--- src/hdl/console_io_pkg.sv ---
//--------------------------------------------------------------------------
// Console I/O shared definitions
// Word widths, pad and joypad word types, driver bit positions and the
// pointer step sizes
//--------------------------------------------------------------------------

package console_io_pkg;

    localparam int PAD_W    = 16;
    localparam int JOY_W    = 12;
    localparam int COORD_W  = 8;
    localparam int SAMPLE_W = 16;
    localparam int LEVEL_W  = 15;

    typedef logic [PAD_W-1:0]           pad_word_t;  // Active low, driver order
    typedef logic [JOY_W-1:0]           joy_word_t;  // B Y Sel Start U D L R A X L R
    typedef logic [COORD_W-1:0]         coord_t;     // Wraps modulo 256
    typedef logic signed [SAMPLE_W-1:0] sample_t;
    typedef logic [LEVEL_W-1:0]         level_t;     // Magnitude or offset binary

    // Button positions in the raw pad word
    localparam int PAD_B      = 14;
    localparam int PAD_Y      = 15;
    localparam int PAD_SELECT = 0;
    localparam int PAD_START  = 3;
    localparam int PAD_UP     = 4;
    localparam int PAD_DOWN   = 6;
    localparam int PAD_LEFT   = 7;
    localparam int PAD_RIGHT  = 5;
    localparam int PAD_A      = 13;
    localparam int PAD_X      = 12;
    localparam int PAD_L      = 10;
    localparam int PAD_R      = 11;

    // L2 R2 L1 R1 together
    localparam int PAD_SHOULDERS_LO = 8;
    localparam int PAD_SHOULDERS_HI = 11;

    localparam coord_t FINE_STEP   = coord_t'(1);
    localparam coord_t COARSE_STEP = coord_t'(10);

endpackage

--- src/hdl/pwm_timer.sv ---
//--------------------------------------------------------------------------
// PWM timer
// Free-running counter giving a low-duty pulse for LED dimming
//--------------------------------------------------------------------------
`timescale 1ns/1ps

module pwm_timer #(
    parameter int DIM_W    = 8,
    parameter int DIM_DUTY = 1
) (
    input  logic clk,
    input  logic reset,
    output logic dim_pulse
);

    logic [DIM_W-1:0] count;

    always_ff @(posedge clk) begin
        if (reset) begin
            count <= '0;
        end else begin
            count <= count + 1'b1;     // Wraps every 2^DIM_W cycles
        end
    end

    assign dim_pulse = (count < DIM_W'(DIM_DUTY));

endmodule

--- src/hdl/pad_router.sv ---
//--------------------------------------------------------------------------
// Pad router
// Captures both pad words, applies the player swap, remaps them to
// joypad words and drives the status LEDs and the shoulder reset request
//--------------------------------------------------------------------------
`timescale 1ns/1ps

module pad_router
    import console_io_pkg::*;
(
    input  logic      clk,
    input  logic      reset,
    input  logic      pad_strobe,
    input  pad_word_t p1_pad,
    input  pad_word_t p2_pad,
    input  logic      p1_connect,
    input  logic      p2_connect,
    input  logic      pad_swap,
    input  logic      dim_pulse,
    output joy_word_t joy1,
    output joy_word_t joy2,
    output logic      pad_reset_req,
    output logic      led_p1,
    output logic      led_p2
);

    pad_word_t p1_q;
    pad_word_t p2_q;
    logic      p1_connected;
    logic      p2_connected;

    // Invert and reorder one raw pad word
    function automatic joy_word_t remap(pad_word_t pad);
        return ~{pad[PAD_B], pad[PAD_Y], pad[PAD_SELECT], pad[PAD_START],
                 pad[PAD_UP], pad[PAD_DOWN], pad[PAD_LEFT], pad[PAD_RIGHT],
                 pad[PAD_A], pad[PAD_X], pad[PAD_L], pad[PAD_R]};
    endfunction

    always_ff @(posedge clk) begin
        if (reset) begin
            p1_q         <= '1;       // All released
            p2_q         <= '1;
            p1_connected <= 1'b0;
            p2_connected <= 1'b0;
        end else if (pad_strobe) begin
            p1_q         <= pad_swap ? p2_pad : p1_pad;
            p2_q         <= pad_swap ? p1_pad : p2_pad;
            p1_connected <= pad_swap ? p2_connect : p1_connect;
            p2_connected <= pad_swap ? p1_connect : p2_connect;
        end
    end

    assign joy1 = remap(p1_q);
    assign joy2 = remap(p2_q);

    assign pad_reset_req = (p1_q[PAD_SHOULDERS_HI:PAD_SHOULDERS_LO] == '0);

    // Full on while a button is held, dimmed while idle
    assign led_p1 = p1_connected & ((|joy1) | dim_pulse);
    assign led_p2 = p2_connected & ((|joy2) | dim_pulse);

endmodule

--- src/hdl/coord_pointer.sv ---
//--------------------------------------------------------------------------
// Debug coordinate pointer
// Steps x and y on rising player-1 D-pad edges and hides player 1
// from the console while the pointer is active
//--------------------------------------------------------------------------
`timescale 1ns/1ps

module coord_pointer
    import console_io_pkg::*;
(
    input  logic      clk,
    input  logic      reset,
    input  joy_word_t joy1,
    input  logic      pointer_en,
    input  logic      pointer_coarse,
    output joy_word_t console_joy1,
    output coord_t    pointer_x,
    output coord_t    pointer_y
);

    // D-pad field of the joypad word, Up down to Right
    localparam int JOY_DPAD_HI = 7;
    localparam int JOY_DPAD_LO = 4;

    logic [3:0] dpad;           // [0] Right [1] Left [2] Down [3] Up
    logic [3:0] dpad_q;
    logic [3:0] dpad_rise;
    coord_t     step;

    assign dpad      = joy1[JOY_DPAD_HI:JOY_DPAD_LO];
    assign dpad_rise = dpad & ~dpad_q;
    assign step      = pointer_coarse ? COARSE_STEP : FINE_STEP;

    assign console_joy1 = pointer_en ? '0 : joy1;

    always_ff @(posedge clk) begin
        if (reset) begin
            dpad_q    <= '0;
            pointer_x <= '0;
            pointer_y <= '0;
        end else begin
            dpad_q <= dpad;
            if (pointer_en) begin
                if (dpad_rise[0]) begin            // Right wins over Left
                    pointer_x <= pointer_x + step;
                end else if (dpad_rise[1]) begin
                    pointer_x <= pointer_x - step;
                end

                if (dpad_rise[2]) begin            // Down wins over Up
                    pointer_y <= pointer_y + step;
                end else if (dpad_rise[3]) begin
                    pointer_y <= pointer_y - step;
                end
            end
        end
    end

    a_hold_when_disabled : assert property (
        @(posedge clk) disable iff (reset)
        !pointer_en |=> $stable(pointer_x) && $stable(pointer_y)
    );

endmodule

--- src/hdl/peak_meter.sv ---
//--------------------------------------------------------------------------
// Stereo peak meter
// Holds the largest sample magnitude of either channel since the
// last reset or clear
//--------------------------------------------------------------------------
`timescale 1ns/1ps

module peak_meter
    import console_io_pkg::*;
(
    input  logic    clk,
    input  logic    reset,
    input  logic    clear,
    input  logic    sample_strobe,
    input  sample_t sound_l,
    input  sample_t sound_r,
    output level_t  peak
);

    level_t mag_l;
    level_t mag_r;
    level_t mag_max;

    function automatic level_t magnitude(sample_t s);
        sample_t neg;
        neg = -s;
        return s[SAMPLE_W-1] ? neg[LEVEL_W-1:0] : s[LEVEL_W-1:0];
    endfunction

    assign mag_l   = magnitude(sound_l);
    assign mag_r   = magnitude(sound_r);
    assign mag_max = (mag_l > mag_r) ? mag_l : mag_r;

    always_ff @(posedge clk) begin
        if (reset || clear) begin
            peak <= '0;
        end else if (sample_strobe && (mag_max > peak)) begin
            peak <= mag_max;
        end
    end

    // Only reset or clear brings the level down
    a_peak_monotonic : assert property (
        @(posedge clk) disable iff (reset)
        !clear |=> peak >= $past(peak)
    );

endmodule

--- src/hdl/pdm_dac.sv ---
//--------------------------------------------------------------------------
// First-order delta-sigma DAC
// Turns one signed audio channel into a pulse-density stream
//--------------------------------------------------------------------------
`timescale 1ns/1ps

module pdm_dac
    import console_io_pkg::*;
(
    input  logic    clk,
    input  logic    reset,
    input  sample_t sample,
    output logic    pdm
);

    level_t           level;
    level_t           acc;
    logic [LEVEL_W:0] sum;     // Carry out is the next pulse

    // -4000h..3FFFh becomes 0..7FFFh
    assign level = {~sample[LEVEL_W-1], sample[LEVEL_W-2:0]};
    assign sum   = {1'b0, acc} + {1'b0, level};

    always_ff @(posedge clk) begin
        if (reset) begin
            acc <= '0;
            pdm <= 1'b0;
        end else begin
            acc <= sum[LEVEL_W-1:0];
            pdm <= sum[LEVEL_W];
        end
    end

endmodule

--- src/hdl/console_io_top.sv ---
//--------------------------------------------------------------------------
// Console I/O top level
// Pad routing, debug pointer, LED dimming, peak meter and stereo DACs
//--------------------------------------------------------------------------
`timescale 1ns/1ps

module console_io_top
    import console_io_pkg::*;
#(
    parameter int DIM_W    = 8,
    parameter int DIM_DUTY = 1
) (
    input  logic      clk,
    input  logic      reset,
    input  logic      pad_strobe,
    input  pad_word_t p1_pad,
    input  pad_word_t p2_pad,
    input  logic      p1_connect,
    input  logic      p2_connect,
    input  logic      pad_swap,
    input  logic      pointer_en,
    input  logic      pointer_coarse,
    input  logic      sample_strobe,
    input  sample_t   sound_l,
    input  sample_t   sound_r,
    output joy_word_t console_joy1,
    output joy_word_t joy2,
    output coord_t    pointer_x,
    output coord_t    pointer_y,
    output logic      pad_reset_req,
    output logic      led_p1,
    output logic      led_p2,
    output level_t    peak,
    output logic      pdm_l,
    output logic      pdm_r
);

    joy_word_t joy1;          // Player 1 before pointer masking
    logic      dim_pulse;

    //--------------------------------------------------------------------------
    // Pad path
    //--------------------------------------------------------------------------

    pwm_timer #(
        .DIM_W    (DIM_W),
        .DIM_DUTY (DIM_DUTY)
    ) pwm_timer_inst (
        .clk       (clk),
        .reset     (reset),
        .dim_pulse (dim_pulse)
    );

    pad_router pad_router_inst (
        .clk           (clk),
        .reset         (reset),
        .pad_strobe    (pad_strobe),
        .p1_pad        (p1_pad),
        .p2_pad        (p2_pad),
        .p1_connect    (p1_connect),
        .p2_connect    (p2_connect),
        .pad_swap      (pad_swap),
        .dim_pulse     (dim_pulse),
        .joy1          (joy1),
        .joy2          (joy2),
        .pad_reset_req (pad_reset_req),
        .led_p1        (led_p1),
        .led_p2        (led_p2)
    );

    coord_pointer coord_pointer_inst (
        .clk            (clk),
        .reset          (reset),
        .joy1           (joy1),
        .pointer_en     (pointer_en),
        .pointer_coarse (pointer_coarse),
        .console_joy1   (console_joy1),
        .pointer_x      (pointer_x),
        .pointer_y      (pointer_y)
    );

    //--------------------------------------------------------------------------
    // Audio path
    //--------------------------------------------------------------------------

    peak_meter peak_meter_inst (
        .clk           (clk),
        .reset         (reset),
        .clear         (pad_reset_req),    // Shoulder combo also clears the meter
        .sample_strobe (sample_strobe),
        .sound_l       (sound_l),
        .sound_r       (sound_r),
        .peak          (peak)
    );

    pdm_dac pdm_dac_l_inst (
        .clk    (clk),
        .reset  (reset),
        .sample (sound_l),
        .pdm    (pdm_l)
    );

    pdm_dac pdm_dac_r_inst (
        .clk    (clk),
        .reset  (reset),
        .sample (sound_r),
        .pdm    (pdm_r)
    );

endmodule

--- config.mk ---
export PLATFORM = sky130hd
export DESIGN_NAME = console_io_top
export DESIGN_NICKNAME = d
export VERILOG_FILES = /design/src/hdl/console_io_pkg.sv /design/src/hdl/pwm_timer.sv /design/src/hdl/pad_router.sv /design/src/hdl/coord_pointer.sv /design/src/hdl/peak_meter.sv /design/src/hdl/pdm_dac.sv /design/src/hdl/console_io_top.sv
export SDC_FILE = /design/constraint.sdc
export NUM_CORES = 1
export LEC_CHECK = 0
export ABC_CLOCK_PERIOD_IN_PS = 7750
export BUFFER_PORTS_ARGS = -buffer_cell sky130_fd_sc_hd__buf_2
export CORE_MARGIN = 1
export CORE_UTILIZATION = 60
export CTS_CLUSTER_DIAMETER = 40
export DETAILED_ROUTE_END_ITERATION = 8
export GPL_TIMING_DRIVEN = 0
export PLACE_DENSITY = 0.91
export SETUP_SLACK_MARGIN = 0.2
export SLEW_MARGIN = 20
export SYNTH_ARGS = -nofsm -noshare
export SYNTH_HDL_FRONTEND = slang
export SYNTH_SLANG_ARGS = --single-unit
--- constraint.sdc ---
create_clock -name clk -period 7.75 [get_ports clk]
set_input_delay 0.775 -clock clk [delete_from_list [all_inputs] [get_ports clk]]
set_output_delay 0.775 -clock clk [all_outputs]
set_load 0.03 [all_outputs]
Yosys cells after proc, flatten, opt, wreduce, memory -nomap -nowiden
Cells that the tools add are included.
{"block": "totals", "register_bits": 109, "inputBits": 73, "output_inout_bits": 60, "wordCells": 57}
{"block": "classes", "addsub": 9, "order_cmp": 3, "mux": 13, "bitwise": 10, "n_reduce_logical": 9}
{"operator": "15-bit two-way mux", "n": 3}
{"operator": "15-bit by 15-bit adder with 16-bit output", "n": 2}
{"operator": "16-bit two-way mux", "n": 2}
{"operator": "8-bit two-way mux", "n": 4}
{"operator": "15-bit > comparator", "n": 2}
{"operator": "15-bit negator", "n": 2}
{"operator": "12-bit inverter", "n": 2}
{"operator": "12-bit OR reduction", "n": 2}
{"operator": "8-bit adder", "n": 2}
{"operator": "8-bit subtractor", "n": 2}
{"operator": "12-bit two-way mux", "n": 1}
{"operator": "8-bit by 1-bit adder with 8-bit output, second input constant", "n": 1}
{"operator": "8-bit by 1-bit less-than comparator with 1-bit output, second input constant", "n": 1}
{"operator": "4-bit bitwise AND", "n": 1}
{"operator": "4-bit zero test", "n": 1}
{"operator": "4-bit two-way mux", "n": 1}
{"operator": "4-bit inverter", "n": 1}
{"operator": "2-bit AND reduction", "n": 2}
{"operator": "2-bit nonzero test", "n": 2}
{"operator": "1-bit bitwise AND", "n": 2}
{"operator": "1-bit two-way mux", "n": 2}
{"operator": "1-bit inverter", "n": 2}
{"operator": "1-bit bitwise OR", "n": 2}
{"operator": "1-bit logical AND", "n": 1}
{"operator": "1-bit logical OR", "n": 1}

Depth between registers and ports, before layout
Gate-level depths: netlist (run 1).
{"block": "depth", "word_depth": 6, "ltp_mapped": 22, "depth_no_buf": 20}

Modules after synthesis
From an unflattened synthesis (run 1), not the netlist that was laid out.
{"block": "unflattened", "hier_cells": 845, "area_unflattened_um2": 7409.6}
{"module": "pdm_dac", "instances": 2, "cells_each": 119, "area_per_inst_um2": 1029.7, "seq_area_each_um2": 320.3}
{"module": "peak_meter", "instances": 1, "cells_each": 244, "area_per_inst_um2": 1966.9, "seq_area_each_um2": 300.3}
{"module": "pad_router", "instances": 1, "cells_each": 159, "area_per_inst_um2": 1616.6, "seq_area_each_um2": 560.5}
{"module": "coord_pointer", "instances": 1, "cells_each": 166, "area_per_inst_um2": 1422.6, "seq_area_each_um2": 400.4}
{"module": "pwm_timer", "instances": 1, "cells_each": 38, "area_per_inst_um2": 344.1, "seq_area_each_um2": 160.2}

Worst setup path before layout (run 1)
OpenSTA, ideal clock, no wires.
{"block": "synth_timing", "kind": "input to register", "start": "in sound_l[9]", "end": "reg peak_meter_inst.peak[10]", "setup_ns": 0.117, "arrival_ns": 4.678, "t_required_ns": 7.633, "setup_slack_ns": 2.956, "stages": 20, "path_buffers": 2, "path_cell_list": "nor4_1 -> nand3_1 -> o41ai_1 -> xor2_1 -> inv_1 -> ha_1 -> nand4_1 -> nor3_2 -> o21ai_1 -> a2bb2oi_4 -> buf_6 -> mux2i_1 -> ha_1 -> a211oi_1 -> nor2_1 -> o311ai_1 -> a21oi_1 -> and2_1 -> buf_2 -> a22o_1"}
{"block": "synth_between", "elab_chain_cells": 6}
{"item": "start: declaration", "line_no": "console_io_top.sv:24", "source": "input sample_t sound_l,"}
{"item": "15-bit negator", "line_no": "peak_meter.sv:26", "source": "neg = -s;"}
{"item": "15-bit two-way mux *", "line_no": "peak_meter.sv:27", "source": "return s[SAMPLE_W-1] ? neg[LEVEL_W-1:0] : s[LEVEL_W-1:0];"}
{"item": "15-bit > comparator *", "line_no": "peak_meter.sv:32", "source": "assign mag_max = (mag_l > mag_r) ? mag_l : mag_r;"}
{"item": "15-bit two-way mux *", "line_no": "peak_meter.sv:32"}
{"item": "via peak_meter_inst.mag_max[4]", "line_no": "peak_meter.sv:22", "source": "level_t mag_max;"}
{"item": "15-bit > comparator *", "line_no": "peak_meter.sv:37", "source": "end else if (sample_strobe && (mag_max > peak)) begin"}
{"item": "1-bit logical AND *", "line_no": "peak_meter.sv:37"}
{"item": "end signal: assignment", "line_no": "peak_meter.sv:38", "source": "peak <= mag_max;"}
{"item": "end: declaration", "line_no": "peak_meter.sv:17", "source": "output level_t peak"}
The timed path passes the listed nets; every way through them passes the cells marked *.
A chain may end at the register's enable or synchronous reset.

Worst setup path in the final report (run 1)
{"block": "layout_timing", "start": "in sound_l[8]", "end": "reg peak_meter_inst.peak[9]"}
Same word-level chain as after synthesis.

==> results.toml, run 1 <==
[drt]
route.detailed.vias_per_inst = 5.89
detail_route.first_pass.iterations = 5
final_antenna_net_count = 0
aggregate_routed_wire_length_um = 18200
post_drt_wl_per_cell_um = 15.7
drc_errors = 0
vias = 6842
starting_drt_drc_count = 335

[logic_synthesis]
synth_area_per_cell_sq_um = 8.35
synth_top_area_share_pct = 28.2
netlist-cell-type-count = 62
synth.largest_area_cell = "sky130_fd_sc_hd__dfxtp_1"
post_synth_edffs = 0
synth_top_cells_by_area = "sky130_fd_sc_hd__dfxtp_1 28%, sky130_fd_sc_hd__ha_1 14%, sky130_fd_sc_hd__mux2i_1 6.3%, sky130_fd_sc_hd__nor2_1 6.3%, sky130_fd_sc_hd__a21oi_1 5.0%"
postSynth.topFlopCell = "sky130_fd_sc_hd__dfxtp_1"
syn-instance-count = 876
postSynth.asyncResetShare_pct = 0
synth-seq-area-share_pct = 28.2
synth.net_count = 1033
synth_seq_cells = 103
synth-warning-count = 0
netlist_area_before_placement_sq_mm = 0.00731

[critical_path]
worst_setup_start_kind = "input pin"
cp_slowest_stage_delay_ps = 390
worstPathCellList = "buf_2 > nor4_1 > nand3_1 > o41ai_1 > xor2_1 > inv_1 > ha_1 > nand4_1 > nor3_2 > o21ai_1 > a2bb2oi_4 > buf_6 > mux2i_1 > ha_1 > a211oi_1 > nor2_1 > o311ai_1 > a21oi_1 > and2_1 > buf_2 > a22o_1"
path_class = "in2reg"
largest_fanout_of_any_net_on_the_critical_path = 10
timing.critical_path.to_type = "flop"
cp_slowest_cell = "sky130_fd_sc_hd__o41ai_1"
critical_path_required_ps = 8000
crit_arrival_ps = 5670

[floorplanning]
dieHeight_um = 112
initial_core_util_pct = 62.7
ioPinCount = 133
dieWidth_um = 112
fp.dieArea_sq_mm = 0.0126
standard_cell_row_count = 39
design.core.area_sq_mm = 0.0117

[clocking]
numClockSinks = 103
post_cts_resize_count = 0
cts-root-buf = "sky130_fd_sc_hd__clkbuf_16"
cts_htree_levels = 3
cts.reportedPaths.clkPinSlew_ps = 70
cts.hold.buffers_added = 0
clock_tree_from_tritoncts = "done"
cts-buffers-inserted = 9
cts-root-to-sink-buffers = 2
insertion_delay_ps = 360
post-cts-setup-buffer-count = 0

[sta]
tightest_slew_margin_relative_to_the_limit_pct = 50.7
tns_ps = 0
hold_slack_ps = 486
timing.clock.skew_ps = 8.57
worstMarginPinSlew_ps = 733
report.final.slew_viol_count = 0
final_hold_violating_endpoints = 0
setup_violations = 0
layout_worst_path_cycle_share_pct = 70.0
timing.fmax_ghz = 0.184
rsz0062_at_grt = "no"
setup_ws_ps = 2330
period_minus_slack_ps = 5420

[power]
max_rail_drop_vdd_v = 0.000191
p_leak_nw = 4.10
design_power_total_w = 0.00212
power.density_mw_per_mm2 = 252

[layout]
finish.utilization_pct = 72.2
diodes = 0
finish.net_count = 1170
drive_above_1_share_pct = 19.9
layout-area-overhead-vs-synth_pct = 15.2

[global_routing]
grt_start_max_net_pins = 19
number_of_antenna_violations_at_the_first_check_in_global_routing = 0
global_route.usage.total_pct = 29.4
grt.overflow.total = 0
grt_first_pass_wirelength_um = 29800
first_global_vias = 6459

[place]
place_congestion = 0.883
post-place-ws_ps = 2090
place_hpwl_um = 13800
portBuffers = 126

[hold_path]
holdCritPathClass = "reg2reg"

[outcome]
run_status = "finished, final reports clean"

[run]
maxCapViolations = 0
critical path: cells and delay by family:
family / cells / cell delay, ps
AOI/OAI and AO/OA: 7 / 1830
xor gates and xnor gates: 1 / 250
adders and majority gates: 2 / 610
buffers and inverters: 4 / 620
muxes: 1 / 300
and+or+nand+nor: 6 / 1260
logic make-up after synthesis:
family          count (synthesis)  share of synthesized area, %
compound gates                201                          18.3
fa+ha+maj                      84                          14.8
flops                         103                          28.2
xor+xnor                       53                          6.35
simple gates                  276                          19.2
mux                            55                          7.68
buf+inv                       104                          5.56
placed cells by master (no fill, tap or decap), drive strengths merged, types with 11 or more instances in the layout:
| cell | count |
|---|---|
| a21o | 13 |
| o21ai | 33 |
| xnor2 | 21 |
| nand3 | 16 |
| o21a | 11 |
| nand4 | 16 |
| a211oi | 12 |
| xor2 | 32 |
| or2 | 30 |
| ha | 80 |
| buf | 138 |
| clkbuf | 32 |
| nor3 | 14 |
| a22o | 13 |
| nand2 | 27 |
| nor2b | 18 |
| mux2i | 46 |
| a21oi | 73 |
| dfxtp | 103 |
| inv | 75 |
| nor2 | 122 |
metrics by stage:
stage / area (sq um) / instances
after floorplan: 7310 / 876
after global placement: 8120 / 1145
after detailed placement: 8120 / 1145
after CTS: 8420 / 1161
after global routing: 8420 / 1161
final: 8420 / 1161
power breakdown:
part | switching [W] | internal, W | leakage (nW)
Sequential | 0.0000488 | 0.000628 | 0.850
Combinational | 0.000574 | 0.000412 | 3.10
Clock | 0.000215 | 0.000242 | 0.149
Total | 0.000838 | 0.00128 | 4.10
path summary, 6_finish.rpt:
kind                           startpoint                         endpoint  slack (ps)  depth (start not counted)
setup / recovery               sound_l[8]          peak_meter_inst.peak[9]        2330                         21
hold / removal    pwm_timer_inst.count[0]          pwm_timer_inst.count[0]         490                          1
setup reg to reg  pad_router_inst.p1_q[5]  coord_pointer_inst.pointer_x[6]        5020                         10
hold reg to reg   pwm_timer_inst.count[0]          pwm_timer_inst.count[0]         490                          1
state kept, by name, indices dropped and copies added, names as in the netlist:
register	cells
pdm_dac_l_inst.pdm	1
pad_router_inst.p1_q	14
pad_router_inst.p2_q	12
coord_pointer_inst.pointer_x	8
pwm_timer_inst.count	8
pdm_dac_l_inst.acc	15
pad_router_inst.p2_connected	1
pad_router_inst.p1_connected	1
peak_meter_inst.peak	15
coord_pointer_inst.dpad_q	4
pdm_dac_r_inst.pdm	1
pdm_dac_r_inst.acc	15
coord_pointer_inst.pointer_y	8
synth_stat cells (3+ instances only):
cell                          n
sky130_fd_sc_hd__inv_1       71
sky130_fd_sc_hd__o21bai_1     7
sky130_fd_sc_hd__o31ai_1      8
sky130_fd_sc_hd__buf_2        7
sky130_fd_sc_hd__ha_1        80
sky130_fd_sc_hd__nand3_1     16
sky130_fd_sc_hd__dfxtp_1    103
sky130_fd_sc_hd__fa_1         4
sky130_fd_sc_hd__o21a_1      11
sky130_fd_sc_hd__nand3b_1     3
sky130_fd_sc_hd__a211oi_1    12
sky130_fd_sc_hd__o2111ai_1    4
sky130_fd_sc_hd__or3_1        5
sky130_fd_sc_hd__nand4_1     16
sky130_fd_sc_hd__nor2b_1     18
sky130_fd_sc_hd__nor2_1     122
sky130_fd_sc_hd__a21oi_1     73
sky130_fd_sc_hd__or2_2       30
sky130_fd_sc_hd__mux2_2       9
sky130_fd_sc_hd__and3_1       4
sky130_fd_sc_hd__clkbuf_1    21
sky130_fd_sc_hd__o21ai_0     31
sky130_fd_sc_hd__xor2_1      32
sky130_fd_sc_hd__nand2b_1     4
sky130_fd_sc_hd__a22o_1      13
sky130_fd_sc_hd__nand2_1     27
sky130_fd_sc_hd__xnor2_1     21
sky130_fd_sc_hd__mux2i_1     46
sky130_fd_sc_hd__buf_1        4
sky130_fd_sc_hd__and2_1       4
sky130_fd_sc_hd__a21o_1      13
sky130_fd_sc_hd__nor3_1      11
sky130_fd_sc_hd__nor4_1       4
routing by layer:
layer / vias to the layer above / part of all wire (%) / track usage, %
met3: 49 / 6.6 / 5.89
met5: - / 0 / 0
li1: 3360 / - / -
met2: 263 / 48 / 50.8
met4: 0 / 3.3 / 14.0
met1: 3170 / 42 / 35.2
final cells by class:
| type | count | area, sq um |
|---|---|---|
| well taps | 143 | 179 |
| flip-flops and latches | 103 | 2060 |
| inverters | 71 | 267 |
| repair buffers | 126 | 631 |
| clock buffers | 11 | 253 |
| clock inverters | 5 | 46.3 |
| fillers | 865 | 3240 |
| multi-input cells | 669 | 4840 |
| plain buffers | 33 | 140 |
No activity file was read; power rests on OpenSTA's default activity.
==> run 2, diff against run 1 <==
ABC_CLOCK_PERIOD_IN_PS = 4600   (was 7750)
CORE_UTILIZATION = 52   (was 60)
PLACE_DENSITY = 0.84   (was 0.91)
clock period = 4.6 ns   (was 7.75 ns; I/O delays follow)
==> run 2 against run 1 <==
Net effect: the run now ends with setup timing left; global-route usage down 1.8 points; cell count increased by 4.6%; first-iteration DRC count grew 21%; non-clock buffer count grew 20; register-to-register slack got worse by 3000 ps; combinational power rose by 99%; wire length up 15%; die area grew 15%; final area increased by 7.9%.
==> results.toml, run 2 (synthesis results as in run 1) <==
[sta]
rsz0062_at_grt = "yes"
setup_ws_ps = -70.5
tightest_slew_margin_relative_to_the_limit_pct = 39.1
final_hold_violating_endpoints = 0
period_minus_slack_ps = 4670
timing.clock.skew_ps = 9.14
report.final.slew_viol_count = 0
layout_worst_path_cycle_share_pct = 102
worstMarginPinSlew_ps = 906
timing.fmax_ghz = 0.214
setup_violations = 14

[clocking]
cts.hold.buffers_added = 0
cts-root-buf = "sky130_fd_sc_hd__clkbuf_16"
insertion_delay_ps = 370
numClockSinks = 103
cts-root-to-sink-buffers = 2
cts.reportedPaths.clkPinSlew_ps = 70
cts-buffers-inserted = 9
clock_tree_from_tritoncts = "done"
cts_htree_levels = 3

[power]
power_frac_comb_pct = 50.6
max_rail_drop_vdd_v = 0.000293
p_leak_nw = 4.26
netSwitchingPower_w = 0.00159
power.density_mw_per_mm2 = 426
power.sequential.fraction_pct = 29.6
pwr-share-clk_pct = 19.8
p_int_w = 0.00228
sw_frac_of_total_pct = 41.0

[layout]
layout-area-overhead-vs-synth_pct = 24.3
finish.net_count = 1190
mostFrequentLayoutCells = "126 x sky130_fd_sc_hd__buf_2, 120 x sky130_fd_sc_hd__nor2_1, 103 x sky130_fd_sc_hd__dfxtp_1, 71 x sky130_fd_sc_hd__ha_1"
diodes = 0
biggestRegsByFlops = "pdm_dac_l_inst.acc: 15 flops, pdm_dac_r_inst.acc: 15 flops, peak_meter_inst.peak: 15 flops"
layout_commonest_cell = "sky130_fd_sc_hd__buf_2"
drive_above_1_share_pct = 25.9
finish.utilization_pct = 67.6

[critical_path]
path_class = "in2reg"
worst_setup_start_kind = "input pin"
timing.critical_path.to_type = "flop"
cp_slowest_cell = "sky130_fd_sc_hd__xnor2_1"
crit_arrival_ps = 4930
largest_fanout_of_any_net_on_the_critical_path = 5
crit_end = "peak_meter_inst.peak[14]"
setup.reg_to_reg.worst_slack_ps = 2020
crit_path_start = "sound_l[3]"
cp_slowest_stage_delay_ps = 340
rr_worst_depth = 10
worst_r2r_startpoint = "pad_router_inst.p1_q[5]"
crit-reg2reg-capture = "coord_pointer_inst.pointer_x[6]"
worstPathCellList = "buf_8 > nor4_4 > buf_4 > nand3_4 > and2_1 > xnor2_1 > inv_1 > ha_1 > nand2_2 > nor3_4 > nand4_1 > a2bb2oi_4 > buf_4 > mux2i_4 > ha_1 > o21ai_0 > o21ai_1 > a211oi_2 > a21oi_4 > and2_4 > buf_6 > a22o_1"
critical_path_required_ps = 4860

[place]
portBuffers = 126
place_hpwl_um = 14000
post-place-ws_ps = -674
place_congestion = 0.939

[drt]
drc_errors = 0
post_drt_wl_per_cell_um = 17.3
final_antenna_net_count = 0
aggregate_routed_wire_length_um = 21000
route.detailed.vias_per_inst = 5.89
detail_route.first_pass.iterations = 5
vias = 7146
starting_drt_drc_count = 406

[global_routing]
grt_start_max_net_pins = 19
first_global_vias = 6612
grt_util_met3_pct = 6.42
grt_first_pass_wirelength_um = 31700
grt_most_used_layer = "met2"
use_met1_pct = 32.1
number_of_antenna_violations_at_the_first_check_in_global_routing = 0
globalRouteMet2Util_pct = 48.8
grt.overflow.total = 0
global_route.usage.total_pct = 27.6

[floorplanning]
ioPinCount = 133
fp.dieArea_sq_mm = 0.0145
standard_cell_row_count = 42
dieWidth_um = 121
design.core.area_sq_mm = 0.0135
initial_core_util_pct = 54.4
dieHeight_um = 121

[outcome]
run_status = "finished, violations left"
violations = "setup timing"

[hold_path]
holdCritPathClass = "in2reg"

[run]
maxCapViolations = 0
run 2: cell count changes in the layout (fill, tap and decap cells not counted), moves of 8 or more:
| cell | before | now |
|---|---|---|
| sky130_fd_sc_hd__buf_4 | 0 | 15 |
| sky130_fd_sc_hd__mux2i_1 | 46 | 34 |
| sky130_fd_sc_hd__ha_1 | 80 | 71 |
| sky130_fd_sc_hd__buf_6 | 1 | 9 |
| sky130_fd_sc_hd__ha_4 | 0 | 9 |
run 2: layout make-up:
type,count,area [sq um]
inverter,71,267
tap,176,220
buffer,33,161
sequential,103,2060
timing repair buffer,146,855
clock inverter,6,52.6
clock buffer,10,229
fill,1079,4370
multi-input combinational,669,5240
run 2: repair_timing:
action,4_1_cts,5_1_grt
endpoints found under the setup margin,15,15
resized for setup,54,37
gates cloned,3,0
pin swaps,37,21
buffers inserted,11,6
run 2: how the worst min path moves through the flow:
| stage | slack (ps) | cells past startpoint | endpoint | startpoint |
|---|---|---|---|---|
| floorplan | 430 | 1 | pwm_timer_inst.count[0] | pwm_timer_inst.count[0] |
| detailed placement | 450 | 1 | pwm_timer_inst.count[0] | pwm_timer_inst.count[0] |
| CTS | 400 | 4 | peak_meter_inst.peak[13] | reset |
| finish | 460 | 3 | pad_router_inst.p1_connected | p1_connect |
| global placement | 440 | 1 | pwm_timer_inst.count[0] | pwm_timer_inst.count[0] |
| global route | 450 | 4 | peak_meter_inst.peak[13] | reset |
run 2: metrics by stage:
step / hold WS [ps] / setup TNS (ps) / cells / cell area [sq um] / power, W
after floorplan: 426 / 0 / 876 / 7340 / 0.00241
after global placement: 440 / -6290 / 1178 / 8190 / 0.00272
after detailed placement: 445 / -8490 / 1178 / 8190 / 0.00278
after CTS: 404 / 0 / 1208 / 8860 / 0.00369
after global routing: 452 / -2450 / 1214 / 9090 / 0.00409
final: 456 / -716 / 1214 / 9090 / 0.00387
run 2: critical path: cells and delay by family:
kind	cells	cell delay (ps)
AO/OA/AOI/OAI	6	1250
buffers and inverters	5	660
XOR/XNOR	1	340
multiplexers	1	200
adder cells (fa/ha/maj)	2	670
AND/OR/NAND/NOR	7	1340
run 2: power by group through the flow:
stage          clock (W)  combinational (W)  sequential, W
2_1_floorplan          0            0.00118        0.00123
3_3_place_gp           0            0.00157        0.00115
3_5_place_dp           0            0.00162        0.00116
4_1_cts         0.000768            0.00178        0.00114
5_1_grt         0.000798            0.00213        0.00116
6_report        0.000766            0.00196        0.00115
run 2: per-layer routing:
metal / part of all wire [%] / vias to the layer above
met2: 49 / 341
li1: - / 3411
met3: 7.0 / 81
met5: 0 / -
met4: 4.1 / 0
met1: 40 / 3313
